<file path="config.mk">
export PLATFORM = sky130hd
export DESIGN_NAME = dzCpu
export DESIGN_NICKNAME = d
export VERILOG_FILES = /design/src/rtl/cpuDataPkg.sv /design/src/rtl/cpuMicroPkg.sv /design/src/rtl/dzCpu.sv /design/src/rtl/interruptController.sv /design/src/rtl/microOpExecute.sv /design/src/rtl/microSequencer.sv /design/src/rtl/microcodeRom.sv /design/src/rtl/registerBank.sv
export VERILOG_INCLUDE_DIRS = /design/src /design/src/rtl
export SDC_FILE = /design/constraint.sdc
export NUM_CORES = 1
export LEC_CHECK = 0
export BUFFER_PORTS_ARGS = -buffer_cell sky130_fd_sc_hd__clkbuf_2
export CORE_ASPECT_RATIO = 1.4
export CORE_MARGIN = 1
export CORE_UTILIZATION = 50
export DETAILED_ROUTE_END_ITERATION = 16
export PLACE_DENSITY = 0.78
export SYNTH_ARGS = -nofsm -noshare
export SYNTH_HDL_FRONTEND = slang
export SYNTH_SLANG_ARGS = --single-unit
</file>
<file path="constraint.sdc">
create_clock -name iClock -period 7.5 [get_ports iClock]
set_input_delay 0 -clock iClock [delete_from_list [all_inputs] [get_ports iClock]]
set_output_delay 0 -clock iClock [all_outputs]
set_load 0.01 [all_outputs]
</file>
<file path="src/rtl/cpu_defs.svh">
`ifndef CPU_DEFS_SVH
`define CPU_DEFS_SVH

// Datapath and sequencer widths
`define CPU_DATA_W 8
`define CPU_ADDR_W 16
`define UPC_W      6
`define IRQ_W      4

`define RESET_PC 16'h0000

// Interrupt targets, indexed by request bit
`define INT_VEC_VBLANK 16'h0040
`define INT_VEC_LCD    16'h0048
`define INT_VEC_TIMER  16'h0050
`define INT_VEC_JOYPAD 16'h0060

// Entry points of the microcode flows
`define FLOW_NOP  6'd0
`define FLOW_LDRN 6'd3
`define FLOW_ALU  6'd7
`define FLOW_STHL 6'd10
`define FLOW_EI   6'd14
`define FLOW_DI   6'd17

`endif

</file>
<file path="src/rtl/cpuDataPkg.sv">
`include "cpu_defs.svh"

package cpuDataPkg;

  typedef logic [`CPU_DATA_W-1:0] byteT;
  typedef logic [`CPU_ADDR_W-1:0] wordT;
  typedef logic [`IRQ_W-1:0]      irqT;

  typedef struct packed
  {
    logic       we;
    logic [2:0] regCode;   // Opcode register code
    byteT       data;
  } regWriteT;

  typedef struct packed
  {
    logic load;
    wordT target;
  } pcLoadT;

endpackage

</file>
<file path="src/rtl/cpuMicroPkg.sv">
`include "cpu_defs.svh"

package cpuMicroPkg;

  typedef logic [`UPC_W-1:0] uPcT;

  typedef enum logic [3:0]
  {
    cmdNop,
    cmdSma,     // Latch a new bus address
    cmdSrm,     // Bus byte into a register
    cmdSmw,
    cmdAluOp,   // Register copy, AND or XOR
    cmdJint,    // Interrupt check point
    cmdSeti,
    cmdCeti
  } uOpCmdT;

  // Codes 0 to 7 follow the opcode register field
  typedef enum logic [3:0]
  {
    regB     = 4'd0,
    regC     = 4'd1,
    regD     = 4'd2,
    regE     = 4'd3,
    regH     = 4'd4,
    regL     = 4'd5,
    regHl    = 4'd6,
    regA     = 4'd7,
    regPc    = 4'd8,
    regOpSrc = 4'd9,    // Opcode bits 2..0
    regOpDst = 4'd10    // Opcode bits 5..3
  } regSelT;

  typedef struct packed
  {
    uOpCmdT cmd;
    regSelT operand;
    logic   incPc;
    logic   endFlow;
  } microOpT;

  typedef enum logic [1:0] {afterReset, startFlow, runFlow, endFlow} seqStateT;

endpackage

</file>
<file path="src/rtl/dzCpu.sv">
`timescale 1ns/1ps

module dzCpu
(
  input  logic             iClock,
  input  logic             rstN,
  input  cpuDataPkg::byteT iMcuData,
  output cpuDataPkg::byteT oMcuData,
  output cpuDataPkg::wordT oMcuAddr,
  output logic             oMcuReadRequest,
  output logic             oMcuWe,
  input  cpuDataPkg::irqT  iInterruptRequests
);
  import cpuMicroPkg::*;
  import cpuDataPkg::*;

  uPcT      uPc;
  microOpT  uOp;
  byteT     opcode;
  byteT     srcData;
  byteT     accData;
  wordT     irqVector;
  regSelT   srcSel;
  regSelT   addrSel;
  regWriteT regWrite;
  pcLoadT   pcLoad;
  logic     flowEnable;
  logic     addrSelLoad;
  logic     readStrobe;
  logic     imeWrite;
  logic     imeValue;
  logic     irqClear;
  logic     irqTaken;

  // --------------------
  microSequencer seq0 (.iClock, .rstN, .iMcuData, .endFlow(uOp.endFlow), .uPc, .flowEnable,
                       .opcode);

  microcodeRom rom0 (.uPc, .uOp);

  microOpExecute exe0 (.uOp, .flowEnable, .opcode, .iMcuData, .srcData, .accData, .irqTaken,
                       .irqVector, .srcSel, .regWrite, .pcLoad, .addrSelLoad, .addrSel,
                       .memWrite(oMcuWe), .readStrobe, .imeWrite, .imeValue, .irqClear);

  // HL only feeds the bank's own address mux
  registerBank regs0 (.iClock, .rstN, .regWrite, .incPc(uOp.incPc), .flowEnable, .pcLoad,
                      .addrSelLoad, .addrSel, .readStrobe, .srcSel, .srcData, .accData,
                      .hlPair(), .mcuAddr(oMcuAddr), .mcuData(oMcuData),
                      .readRequest(oMcuReadRequest));

  interruptController intc0 (.iClock, .rstN, .iInterruptRequests, .imeWrite, .imeValue,
                             .irqClear, .irqTaken, .irqVector);

endmodule

</file>
<file path="src/rtl/interruptController.sv">
`timescale 1ns/1ps
`include "cpu_defs.svh"

module interruptController
(
  input  logic             iClock,
  input  logic             rstN,
  input  cpuDataPkg::irqT  iInterruptRequests,
  input  logic             imeWrite,
  input  logic             imeValue,
  input  logic             irqClear,
  output logic             irqTaken,
  output cpuDataPkg::wordT irqVector
);
  import cpuDataPkg::*;

  irqT  pending;   // Set-only request latch
  logic ime;

  always_ff @(posedge iClock or negedge rstN)
  begin
    if (!rstN)
    begin
      pending <= '0;
      ime     <= 1'b0;
    end
    else
    begin
      if (irqClear)
        pending <= iInterruptRequests;   // Requests arriving now survive the clear
      else
        pending <= pending | iInterruptRequests;
      if (imeWrite)
        ime <= imeValue;
    end
  end

  // Lowest set bit wins
  always_comb
  begin
    if (pending[0])
      irqVector = `INT_VEC_VBLANK;
    else if (pending[1])
      irqVector = `INT_VEC_LCD;
    else if (pending[2])
      irqVector = `INT_VEC_TIMER;
    else
      irqVector = `INT_VEC_JOYPAD;
  end

  assign irqTaken = ime & (|pending);

endmodule

</file>
<file path="src/rtl/microOpExecute.sv">
`timescale 1ns/1ps

module microOpExecute
(
  input  cpuMicroPkg::microOpT uOp,
  input  logic                 flowEnable,
  input  cpuDataPkg::byteT     opcode,
  input  cpuDataPkg::byteT     iMcuData,
  input  cpuDataPkg::byteT     srcData,
  input  cpuDataPkg::byteT     accData,
  input  logic                 irqTaken,
  input  cpuDataPkg::wordT     irqVector,
  output cpuMicroPkg::regSelT  srcSel,
  output cpuDataPkg::regWriteT regWrite,
  output cpuDataPkg::pcLoadT   pcLoad,
  output logic                 addrSelLoad,
  output cpuMicroPkg::regSelT  addrSel,
  output logic                 memWrite,
  output logic                 readStrobe,
  output logic                 imeWrite,
  output logic                 imeValue,
  output logic                 irqClear
);
  import cpuMicroPkg::*;
  import cpuDataPkg::*;

  regSelT     operand;     // Operand with opcode fields resolved
  logic [2:0] aluDst;
  byteT       aluResult;

  // --------------------
  // Operand resolution
  always_comb
  begin
    case (uOp.operand)
      regOpSrc: operand = regSelT'({1'b0, opcode[2:0]});
      regOpDst: operand = regSelT'({1'b0, opcode[5:3]});
      default:  operand = uOp.operand;
    endcase
  end

  assign srcSel  = operand;
  assign addrSel = operand;

  always_comb
  begin
    case (opcode[7:3])
      5'b10100: aluResult = accData & srcData;   // AND r
      5'b10101: aluResult = accData ^ srcData;   // XOR r
      default:  aluResult = srcData;             // LD r,r'
    endcase
  end

  // Logic ops always land in A
  assign aluDst = (opcode[7:6] == 2'b01) ? opcode[5:3] : 3'(regA);

  // --------------------
  // Command decode
  always_comb
  begin
    regWrite    = '0;
    pcLoad      = '0;
    addrSelLoad = 1'b0;
    memWrite    = 1'b0;
    readStrobe  = 1'b0;
    imeWrite    = 1'b0;
    irqClear    = 1'b0;
    case (uOp.cmd)
      cmdSma:
      begin
        addrSelLoad = flowEnable;
        readStrobe  = flowEnable;   // Request goes out next cycle
      end
      cmdSrm:
      begin
        regWrite.we      = flowEnable;
        regWrite.regCode = operand[2:0];
        regWrite.data    = iMcuData;
      end
      cmdSmw: memWrite = flowEnable;
      cmdAluOp:
      begin
        regWrite.we      = flowEnable;
        regWrite.regCode = aluDst;
        regWrite.data    = aluResult;
      end
      cmdJint:
      begin
        // Redirect only, nothing is pushed
        pcLoad.load   = flowEnable & irqTaken;
        pcLoad.target = irqVector;
        irqClear      = flowEnable & irqTaken;
      end
      cmdSeti, cmdCeti: imeWrite = flowEnable;
      default: ;
    endcase
  end

  assign imeValue = (uOp.cmd == cmdSeti);

endmodule

</file>
<file path="src/rtl/microSequencer.sv">
`timescale 1ns/1ps
`include "cpu_defs.svh"

module microSequencer
(
  input  logic             iClock,
  input  logic             rstN,
  input  cpuDataPkg::byteT iMcuData,
  input  logic             endFlow,
  output cpuMicroPkg::uPcT uPc,
  output logic             flowEnable,
  output cpuDataPkg::byteT opcode
);
  import cpuMicroPkg::*;
  import cpuDataPkg::*;

  seqStateT state;

  // Opcode to flow entry, anything unsupported runs as NOP
  function automatic uPcT flowStart(input byteT op);
    uPcT start;
    start = `FLOW_NOP;
    if (op[7:6] == 2'b00 && op[2:0] == 3'd6 && op[5:3] != 3'd6)
      start = `FLOW_LDRN;                           // LD r,n
    else if (op[7:6] == 2'b01 && op[2:0] != 3'd6)
      start = (op[5:3] == 3'd6) ? `FLOW_STHL : `FLOW_ALU;
    else if (op[7:4] == 4'hA && op[2:0] != 3'd6)
      start = `FLOW_ALU;                            // AND r, XOR r
    else if (op == 8'hFB)
      start = `FLOW_EI;
    else if (op == 8'hF3)
      start = `FLOW_DI;
    return start;
  endfunction

  // --------------------
  // Flow state machine
  always_ff @(posedge iClock or negedge rstN)
  begin
    if (!rstN)
    begin
      state <= afterReset;
      uPc   <= '0;
    end
    else
    begin
      case (state)
        afterReset: state <= startFlow;
        startFlow:
        begin
          uPc   <= flowStart(iMcuData);
          state <= runFlow;
        end
        runFlow:
        begin
          uPc <= uPc + uPcT'(1);   // One micro-op per cycle
          if (endFlow)
            state <= cpuMicroPkg::endFlow;
        end
        default: state <= startFlow;
      endcase
    end
  end

  // The bus moves on to the operand during LD r,n
  always_ff @(posedge iClock)
  begin
    if (state == startFlow)
      opcode <= iMcuData;
  end

  assign flowEnable = (state == runFlow);

endmodule

</file>
<file path="src/rtl/microcodeRom.sv">
`timescale 1ns/1ps
`include "cpu_defs.svh"

module microcodeRom
(
  input  cpuMicroPkg::uPcT     uPc,
  output cpuMicroPkg::microOpT uOp
);
  import cpuMicroPkg::*;

  // Shared ending of every flow
  localparam microOpT JintOp  = '{cmdJint, regPc, 1'b0, 1'b0};
  localparam microOpT FetchOp = '{cmdSma, regPc, 1'b0, 1'b1};

  function automatic microOpT mkOp(input uOpCmdT cmd, input regSelT sel, input logic inc);
    microOpT op;
    op.cmd     = cmd;
    op.operand = sel;
    op.incPc   = inc;
    op.endFlow = 1'b0;
    return op;
  endfunction

  always_comb
  begin
    case (uPc)
      // --------------------
      `FLOW_NOP:          uOp = mkOp(cmdNop, regPc, 1'b1);
      `FLOW_NOP + 6'd1:   uOp = JintOp;
      `FLOW_NOP + 6'd2:   uOp = FetchOp;

      // Skip the opcode, then take the immediate from the bus
      `FLOW_LDRN:         uOp = mkOp(cmdNop, regPc, 1'b1);
      `FLOW_LDRN + 6'd1:  uOp = mkOp(cmdSrm, regOpDst, 1'b1);
      `FLOW_LDRN + 6'd2:  uOp = JintOp;
      `FLOW_LDRN + 6'd3:  uOp = FetchOp;

      `FLOW_ALU:          uOp = mkOp(cmdAluOp, regOpSrc, 1'b1);
      `FLOW_ALU + 6'd1:   uOp = JintOp;
      `FLOW_ALU + 6'd2:   uOp = FetchOp;

      // LD (HL),r
      `FLOW_STHL:         uOp = mkOp(cmdSma, regHl, 1'b1);
      `FLOW_STHL + 6'd1:  uOp = mkOp(cmdSmw, regOpSrc, 1'b0);
      `FLOW_STHL + 6'd2:  uOp = JintOp;
      `FLOW_STHL + 6'd3:  uOp = FetchOp;

      // --------------------
      `FLOW_EI:           uOp = mkOp(cmdSeti, regPc, 1'b1);
      `FLOW_EI + 6'd1:    uOp = JintOp;     // Already sees interrupts enabled
      `FLOW_EI + 6'd2:    uOp = FetchOp;
      `FLOW_DI:           uOp = mkOp(cmdCeti, regPc, 1'b1);
      `FLOW_DI + 6'd1:    uOp = JintOp;
      `FLOW_DI + 6'd2:    uOp = FetchOp;

      default:            uOp = '{cmdNop, regPc, 1'b0, 1'b1};
    endcase
  end

endmodule

</file>
<file path="src/rtl/registerBank.sv">
`timescale 1ns/1ps
`include "cpu_defs.svh"

module registerBank
(
  input  logic                 iClock,
  input  logic                 rstN,
  input  cpuDataPkg::regWriteT regWrite,
  input  logic                 incPc,
  input  logic                 flowEnable,
  input  cpuDataPkg::pcLoadT   pcLoad,
  input  logic                 addrSelLoad,
  input  cpuMicroPkg::regSelT  addrSel,
  input  logic                 readStrobe,
  input  cpuMicroPkg::regSelT  srcSel,
  output cpuDataPkg::byteT     srcData,
  output cpuDataPkg::byteT     accData,
  output cpuDataPkg::wordT     hlPair,
  output cpuDataPkg::wordT     mcuAddr,
  output cpuDataPkg::byteT     mcuData,
  output logic                 readRequest
);
  import cpuMicroPkg::*;
  import cpuDataPkg::*;

  byteT   gpr [8];    // Indexed by register code, slot 6 is (HL) and stays empty
  wordT   pc;
  regSelT addrSelQ;   // Drives the address mux

  always_ff @(posedge iClock or negedge rstN)
  begin
    if (!rstN)
    begin
      for (int i = 0; i < 8; i++)
        gpr[i] <= '0;
    end
    else if (regWrite.we && regWrite.regCode != 3'd6)
      gpr[regWrite.regCode] <= regWrite.data;
  end

  // --------------------
  // PC, address select and read request
  always_ff @(posedge iClock or negedge rstN)
  begin
    if (!rstN)
    begin
      pc          <= `RESET_PC;
      addrSelQ    <= regPc;
      readRequest <= 1'b0;
    end
    else
    begin
      if (pcLoad.load)
        pc <= pcLoad.target;   // Vector wins over the increment
      else if (incPc && flowEnable)
        pc <= pc + 16'd1;
      if (addrSelLoad)
        addrSelQ <= addrSel;
      readRequest <= readStrobe;
    end
  end

  always_comb
  begin
    case (srcSel)
      regB, regC, regD, regE, regH, regL, regA: srcData = gpr[srcSel[2:0]];
      default: srcData = '0;
    endcase
  end

  assign accData = gpr[7];
  assign hlPair  = {gpr[4], gpr[5]};
  assign mcuData = srcData;   // Store data follows the resolved source

  always_comb
  begin
    case (addrSelQ)
      regHl: mcuAddr = hlPair;
      regB, regC, regD, regE, regH, regL, regA: mcuAddr = wordT'(gpr[addrSelQ[2:0]]);
      default: mcuAddr = pc;   // Live PC, so fetches track increments
    endcase
  end

endmodule

</file>
==> results.cfg, run 1 <==
[run_status]
status = completed

[floorplanning]
pin_count = 40
fp.dieW_um = 98.88
coreArea_um2 = 12810
initial_core_util = 0.5127
die_h_um = 137.6
die_area_um2 = 13610
row_count = 49

[place]
dpl.hpwl_mm = 13.79
port_buffers = 39
post-place-ws_ns = 3.304
post_dp_cell_area_um2 = 6795
place_inst = 845
gp_congestion = 0.9744

[global_route]
grt_pass1_wl_mm = 30.06
grt_pass1_vias = 5739
grt_overflow = 0
grt_max_degree = 61
grt_antenna_before_repair = 0
grt_usage = 0.2887

[power_and_ir_drop]
leakage_nw = 2.933
ir_worst_vdd_mv = 0.3255
powerDensity_nw_per_um2 = 404.0

[clock_tree]
cts_num_sinks = 98
cts-htree-levels = 3
post_cts.repair.setup_buffers = 0
numCtsBuffers = 9
clkLatencyLatePin_ns = 0.36
cts_buffer_depth = 2
clk_pin_slew_ns = 0.07
cts_tree = built
root_buffer = clkbuf_16

[synth]
yosysUniqueCellTypes = 85
yosys-top-cells-count = 89 x dfrtp_1, 68 x nor2_1, 47 x mux2_2, 47 x nand2_1, 31 x o21ai_0
syn_nets = 714
synthFlopType = dfrtp_1
ys.warnings.count = 0
yosys-top-cells-area = dfrtp_1 34%, mux2_2 8.1%, nor2_1 3.9%
seq_area_frac_synth = 0.3795
syn_area_per_cell_um2 = 9.522
synth_area_leader_cell = dfrtp_1
synth_top_area_frac = 0.3390
synth_edf_count = 8
synth-seq-cells = 98
yosysMostFrequentCell = dfrtp_1
synth_cells = 690
synthArstFlopShare = 0.9184
netlist_area_um2 = 6570

[timing]
fin_ws_ns = 3.232
tightestPinTransition_ns = 0.8555
period_share = 0.5691
fmax_mhz = 234.3
max_slew_margin = 0.4215
final-setup-viol-count = 0
hold_viol_final = 0
rsz0062_at_grt = false
fin_setup_tns_ns = 0
skew_ns = 0.007822
drv_slew = 0
finalCriticalPeriod_ns = 4.268

[detailed_routing]
vias_per_cell = 6.677
route.detailed.drc = 0
met2WireLength_mm = 9.508
routedWlPerCell_um = 21.83
m1WireLength_mm = 7.397
ant_nets = 0
drt_wl_total_mm = 19.08
wl_met3_mm = 1.265
vias = 5836
drtPass1Iterations = 5
first_iter_violations = 416
top_layer = met4

[layout]
fin_cells = 874
drive_gt1_frac = 0.2011
regArea_um2 = 2494
area_growth_pct = 10.47
antenna_cells = 0
final_area_um2 = 7258
nFillCells = 1079
final_nets = 740
multiInputGateArea_um2 = 3814

[worst_setup_path]
path_buf_inv = 1
crit_path_end_kind = flip-flop
arrival_ns = 4.51
cp.required_ns = 7.74
worstSetupStartpointType = flip-flop
path_cells = inv_1 -> ha_1 -> mux2i_4 -> a22oi_1 -> o21ai_0 -> nand3_1 -> a32o_1 -> ha_1 -> mux2_2 -> a32o_1 -> a31o_2 -> mux2_2
cpMaxStageDelayCell = dfrtp_1
criticalPathCategory = flip-flop to flip-flop
path_delay_family = compound AO/OA/AOI/OAI gates
critPathMaxStageDelay_ns = 0.68
cp_max_fo = 16

[hold_path]
worstHoldPathType = primary input to asynchronous set/reset pin

[run]
drv_cap = 0
## cell type report
class	instances	area share
Clock buffer	11	0.03344
Tap cell	153	0.02637
Clock inverter	5	0.01155
Sequential cell	98	0.3436
Inverter	20	0.01034
Multi-Input combinational cell	531	0.5254
Timing Repair Buffer	56	0.04930
## metal layers
layer | GRT usage | vias to the layer above
li1 | - | 2660
met1 | 0.3429 | 2823
met2 | 0.4926 | 284
met3 | 0.05074 | 69
met4 | 0.1667 | 0
met5 | 0 | -
## repair_timing
| item | 4_1_cts | 5_1_grt |
|---|---|---|
| endpoints found under the hold margin | 42 | 0 |
| resized for setup | 0 | 0 |
| hold buffers | 13 | 0 |
## through the flow
stage / hold slack, ns / util / total power, mW
2_1_floorplan: -0.2956 / - / 1.928
3_3_place_gp: -0.05344 / 0.5303 / 2.308
3_5_place_dp: -0.04241 / 0.5303 / 2.372
4_1_cts: 0.1217 / 0.5660 / 2.895
5_1_grt: 0.1488 / 0.5664 / 3.089
6_report: 0.1086 / 0.5664 / 2.932
## power breakdown
group / internal, mW / switching (mW)
logic: 0.588 / 0.942
registers: 0.681 / 0.208
clock network: 0.304 / 0.210
total: 1.57 / 1.36
## final timing paths
kind,startpoint,to,slack (ns),cells after the start
worst min-delay path,rstN,regs0.hlPair[0],0.11,2
worst max-delay path,seq0.uPc[2],regs0.gpr[58],3.23,12
max in group asynchronous,rstN,intc0.pending[2],6.27,3
worst min register to register,intc0.pending[3],intc0.pending[3],0.49,1
min in group iClock,iInterruptRequests[0],intc0.pending[0],0.37,3
worst max register to register,seq0.uPc[2],regs0.gpr[58],3.23,12
## cells in the final DEF (no fill, tap or decap), types with 5 or more instances in the layout
cell           count
o21ai_0           31
nor2b_1           12
o22ai_1            9
dlygate4sd3_1     13
xnor2_1            7
mux4_2             8
ha_1              10
inv_1             20
nor3_1            12
and3_1            15
a21oi_1           23
or3_1             11
a21o_1             5
nor2_1            68
and2_1             5
a22o_1             8
nand2_1           47
mux2_2            47
dfrtp_1           89
a211oi_1          10
clkbuf_2          38
o211ai_1          11
nand4_1            9
buf_4              5
edfxtp_1           8
o21ai_1            5
clkbuf_16          9
mux2i_1           20
a221oi_1           6
xor2_1             7
nor4_1             8
nand3_1           30
a31oi_1           21
## registers in the layout, summed over array words and instances (netlist names)
| register | cells |
|---|---|
| seq0.uPc | 6 |
| regs0.hlPair | 16 |
| seq0.state | 2 |
| seq0.opcode | 8 |
| regs0.readRequest | 1 |
| intc0.ime | 1 |
| regs0.addrSelQ | 4 |
| regs0.accData | 8 |
| regs0.pc | 16 |
| regs0.gpr | 32 |
| intc0.pending | 4 |
## logic make-up (layout without fill, tap and decap cells)
family                     after synthesis  count (layout)  synth area share
muxes                                   77              77            0.1442
buffers and inverters                   61              92           0.04094
DFF                                     98              98            0.3795
xor gates and xnor gates                14              14           0.01866
and+or+nand+nor                        252             252            0.2043
adders and majority gates               10              10           0.01904
AOI/OAI and AO/OA                      178             178            0.1933
(Power assumes the default switching activity.)
==> run 2: changes to the inputs <==
Clock period 7.5 ns to 4.4 ns, I/O delays scaled along.
==> run 2 against run 1 <==
Effect of this change: wire length increased by 2.1%; hold slack worse by 0.034 ns; largest power group unchanged; flip-flop and latch count unchanged.
==> results.cfg, run 2 (synthesis results as in run 1) <==
[floorplanning]
die_area_um2 = 13610
row_count = 49
fp.dieW_um = 98.88
coreArea_um2 = 12810
pin_count = 40
initial_core_util = 0.5127
die_h_um = 137.6

[clock_tree]
cts-htree-levels = 3
clk_pin_slew_ns = 0.07
root_buffer = clkbuf_16
post_cts.repair.setup_buffers = 0
clkLatencyLatePin_ns = 0.36
cts_num_sinks = 98
cts_tree = built
post_cts_resize_count = 0
numCtsBuffers = 9
cts_buffer_depth = 2

[global_route]
grt_antenna_before_repair = 0
grt_usage = 0.2937
busiest_layer = met2
met2_usage = 0.5082
grt_pass1_vias = 5834
grt_overflow = 0
gr-usage-met1 = 0.3440
met3_usage = 0.05023
grt_max_degree = 68
grt_pass1_wl_mm = 30.50

[layout]
final_area_um2 = 7261
drive_gt1_frac = 0.2050
antenna_cells = 0
area_growth_pct = 10.51
final_common_cell = dfrtp_1
largest_reg_flops = 32
nFillCells = 1077
top_register = regs0.gpr
mostFrequentLayoutCells = 89 x dfrtp_1, 68 x nor2_1, 47 x nand2_1, 47 x mux2_2, 38 x clkbuf_2
fin_cells = 880
final_nets = 746

[place]
post_dp_cell_area_um2 = 6840
place_inst = 851
gp_congestion = 0.9653
port_buffers = 39
dpl.hpwl_mm = 14.02

[detailed_routing]
vias = 5964
first_iter_violations = 534
vias_per_cell = 6.777
drt_wl_total_mm = 19.48
route.detailed.drc = 0
ant_nets = 0
drtPass1Iterations = 6
routedWlPerCell_um = 22.13

[power_and_ir_drop]
ir_worst_vdd_mv = 0.4396
powerDensity_nw_per_um2 = 682.1
power.total_mw = 4.952
leakage_nw = 2.936

[worst_setup_path]
worstSetupStartpointType = flip-flop
r2r_cells = 14
cp.required_ns = 4.65
timing.rr.end = regs0.accData[2]
arrival_ns = 4.25
cp_max_fo = 16
rrSetupSlack_ns = 0.40
r2r-start = seq0.uPc[2]
crit_path_end_kind = flip-flop
criticalPathCategory = flip-flop to flip-flop

[timing]
fin_setup_tns_ns = 0
skew_ns = 0.005316
drv_slew = 0
rsz0062_at_grt = false
period_share = 0.9101
tightestPinTransition_ns = 1.217
hold_viol_final = 0
fin_hold_ws_ns = 0.07417
finalCriticalPeriod_ns = 4.004
final-setup-viol-count = 0
max_slew_margin = 0.1778
fmax_mhz = 249.7

[run_status]
status = completed

[hold_path]
worstHoldPathType = primary input to asynchronous set/reset pin

[run]
drv_cap = 0
[run 2: cell count changes in the layout (fill, tap and decap cells not counted), sizes merged]
cell / before / now
clkbuf: 49 / 50
buf: 5 / 11
clkinvlp: 0 / 2
bufinv: 2 / 0
inv: 22 / 21
[run 2: area by class of cell]
type                            count  area (µm²)  share of cell area
Clock buffer                       12       257.7             0.03550
Clock inverter                      4       32.53            0.004480
Inverter                           20       75.07             0.01034
Multi-Input combinational cell    531        3807              0.5244
Sequential cell                    98        2494              0.3434
Tap cell                          153       191.4             0.02637
Timing Repair Buffer               62       402.9             0.05549
[run 2: report_power, final]
part / switching [mW] / internal, mW
sequential: 0.358 / 1.16
combinational: 1.62 / 1.03
clock: 0.366 / 0.422
total: 2.34 / 2.61
[run 2: what timing repair did]
action / 4_1_cts / 5_1_grt
endpoints found under the hold margin: 35 / 0
setup endpoints to repair: 0 / 0
hold buffers: 13 / 0
[run 2: worst max path at each step]
stage / from / endpoint / slack [ns] / cells past startpoint
final: seq0.uPc[2] / regs0.accData[2] / 0.40 / 14
after global routing: seq0.uPc[2] / regs0.gpr[50] / 0.16 / 14
after CTS: seq0.uPc[2] / regs0.accData[2] / 0.46 / 14
after detailed placement: seq0.uPc[2] / regs0.hlPair[2] / 0.49 / 14
after global placement: seq0.uPc[2] / regs0.accData[2] / 0.61 / 14
after floorplan: seq0.uPc[0] / regs0.gpr[34] / 0.78 / 14
[run 2: worst max-delay path: stages (launching register included)]
cell and delay, ns:
dfrtp_1 0.57, inv_1 0.23, ha_1 0.33, mux2i_4 0.16, a22oi_1 0.46, o21ai_0 0.14
buf_4 0.18, nand3_1 0.08, o21ai_0 0.09, a32o_1 0.27, ha_1 0.30, mux2_2 0.26
a32o_1 0.26, a31o_2 0.26, mux2_2 0.28
[run 2: routing by layer]
layer	wire length [µm]	share of wire
met5	0	0
met4	983	0.050
met3	1389	0.071
met2	9595	0.49
met1	7509	0.39
[run 2: per-stage QoR]
stage	util	worst slack [ns]
detailed placement	0.5338	0.4886
global route	0.5666	0.1568
finish	0.5666	0.3956
global placement	0.5338	0.6125
floorplan	-	0.7825
CTS	0.5666	0.4568
==> run 3: changes to the inputs <==
Settings changed: CORE_ASPECT_RATIO 1.4 to not set.
==> run 3 against run 2 <==
Effect of this change: hold slack better by 0.13 ns; setup slack worse by 0.0088 ns; non-clock buffer count down 1; maximum frequency down 0.22%; die area about the same; first-iteration DRC count up 36%; via count down 3.7%; sequential share of layout area down 0.10 points; flip-flop and latch count unchanged; total power down 1.1%; count of clock-buffer cells in the layout down 2; critical path type unchanged; largest power group unchanged.
==> results.cfg, run 3 (synthesis results as in run 1) <==
[place]
port_buffers = 39
gp_congestion = 0.9413
dpl.hpwl_mm = 13.49
post-place-ws_ns = 0.4110
place_inst = 869

[layout]
mostFrequentLayoutCells = 89 x dfrtp_1, 68 x nor2_1, 47 x nand2_1, 47 x mux2_2, 38 x clkbuf_2
drive_gt1_frac = 0.2066
fin_cells = 898
antenna_cells = 0
top_register = regs0.gpr
largest_reg_flops = 32
final_nets = 745
final_common_cell = dfrtp_1
area_growth_pct = 10.84

[detailed_routing]
vias = 5745
routedWlPerCell_um = 20.09
vias_per_cell = 6.398
drtPass1Iterations = 5
drt_wl_total_mm = 18.05
route.detailed.drc = 0
ant_nets = 0
first_iter_violations = 724

[worst_setup_path]
r2r-start = seq0.uPc[0]
worst-path-stages = 13
r2r_cells = 13
cp_max_fo = 16
criticalPathCategory = flip-flop to flip-flop
path_buf_inv = 0
cpMaxStageDelayCell = dfrtp_1
path_cells = ha_1 -> ha_1 -> mux2i_4 -> a22o_4 -> a21oi_4 -> mux2i_1 -> o21ai_0 -> a32o_1 -> ha_1 -> mux2_2 -> a32o_1 -> a31o_2 -> mux2_2
cp_common_cell = ha_1
timing.rr.end = regs0.gpr[34]
crit_start = seq0.uPc[0]
critPathMaxStageDelay_ns = 0.44
rrSetupSlack_ns = 0.39
cp.required_ns = 4.64
crit_path_end_kind = flip-flop
path_delay_family = compound AO/OA/AOI/OAI gates
worstSetupStartpointType = flip-flop
crit_end = regs0.gpr[34]
arrival_ns = 4.25

[floorplanning]
pin_count = 40
die_h_um = 116.6
fp.dieW_um = 116.6
coreArea_um2 = 12720
die_area_um2 = 13600
row_count = 41
initial_core_util = 0.5164

[timing]
fin_setup_tns_ns = 0
fmax_mhz = 249.2
period_share = 0.9121
hold_viol_final = 0
rsz0062_at_grt = false
final-setup-viol-count = 0
finalCriticalPeriod_ns = 4.013
tightestPinTransition_ns = 1.161
skew_ns = 0.007517
drv_slew = 0
fin_ws_ns = 0.3868
max_slew_margin = 0.2154
fin_hold_ws_ns = 0.2009

[clock_tree]
cts_tree = built
cts-htree-levels = 3
clk_pin_slew_ns = 0.07
numCtsBuffers = 9
root_buffer = clkbuf_16
clkLatencyLatePin_ns = 0.36
cts_buffer_depth = 2
cts_num_sinks = 98

[global_route]
grt_antenna_before_repair = 0
grt_max_degree = 48
grt_usage = 0.2833
grt_pass1_wl_mm = 29.01
grt_pass1_vias = 5480
grt_overflow = 0

[power_and_ir_drop]
pwr-share-comb = 0.540
powerDensity_nw_per_um2 = 672.7
p_sw_mw = 2.302
leakage_nw = 2.939
share_seq_of_total_power = 0.301
internal_power_mw = 2.596
ir_worst_vdd_mv = 0.2494
p_clk_frac = 0.159
switching_share = 0.4700

[run_status]
status = completed

[run]
drv_cap = 0

[hold_path]
worstHoldPathType = primary input to asynchronous set/reset pin
[run 3: changes by cell type in the layout (fill, tap and decap cells not counted)]
cell	before	now
buf_4	11	10
clkbuf_8	0	1
inv_8	0	2
clkinvlp_4	2	1
clkbuf_1	2	0
inv_6	1	2
clkbuf_16	10	9
[run 3: power groups by stage]
stage	Clock, mW	Sequential, mW	Combinational (mW)
floorplan	0	1.33	1.96
CTS	0.792	1.46	2.60
global placement	0	1.46	2.51
global route	0.828	1.51	2.88
detailed placement	0	1.48	2.58
finish	0.780	1.47	2.65
[run 3: how the worst min path moves through the flow]
stage / start / end / depth (start not counted)
final: rstN / intc0.pending[3] / 2
after global routing: rstN / intc0.pending[3] / 2
after CTS: rstN / regs0.addrSelQ[1] / 2
after detailed placement: rstN / intc0.pending[3] / 1
after global placement: rstN / intc0.pending[3] / 1
after floorplan: rstN / intc0.ime / 0
[run 3: final cells by class]
class / instances / area (µm²)
tap: 172 / 215.2
inverter: 20 / 75.07
sequential: 98 / 2494
clock inverter: 6 / 56.30
timing repair buffer: 61 / 395.4
multi-input combinational: 531 / 3807
clock buffer: 10 / 239.0
fill: 1142 / 5440
[run 3: stage by stage]
step	total power, mW	cell area, µm²	util
after floorplan	3.287	6570	-
after global placement	3.966	6857	0.5389
after detailed placement	4.058	6857	0.5389
after CTS	4.855	7282	0.5724
after global routing	5.215	7282	0.5724
final	4.898	7282	0.5724
[run 3: what timing repair did]
| action | 4_1_cts | 5_1_grt |
|---|---|---|
| endpoints found under the hold margin | 54 | 0 |
| setup buffers | 0 | 0 |
| resized for setup | 0 | 0 |
| hold buffers | 13 | 0 |
[run 3: layer usage]
metal | track usage | wire [µm] | vias to the layer above | part of all wire
met5 | 0 | 0 | - | 0
met4 | 0.1139 | 355 | 0 | 0.020
met3 | 0.04359 | 1467 | 30 | 0.081
met2 | 0.4477 | 8368 | 280 | 0.46
met1 | 0.3902 | 7854 | 2760 | 0.44
li1 | - | - | 2675 | -
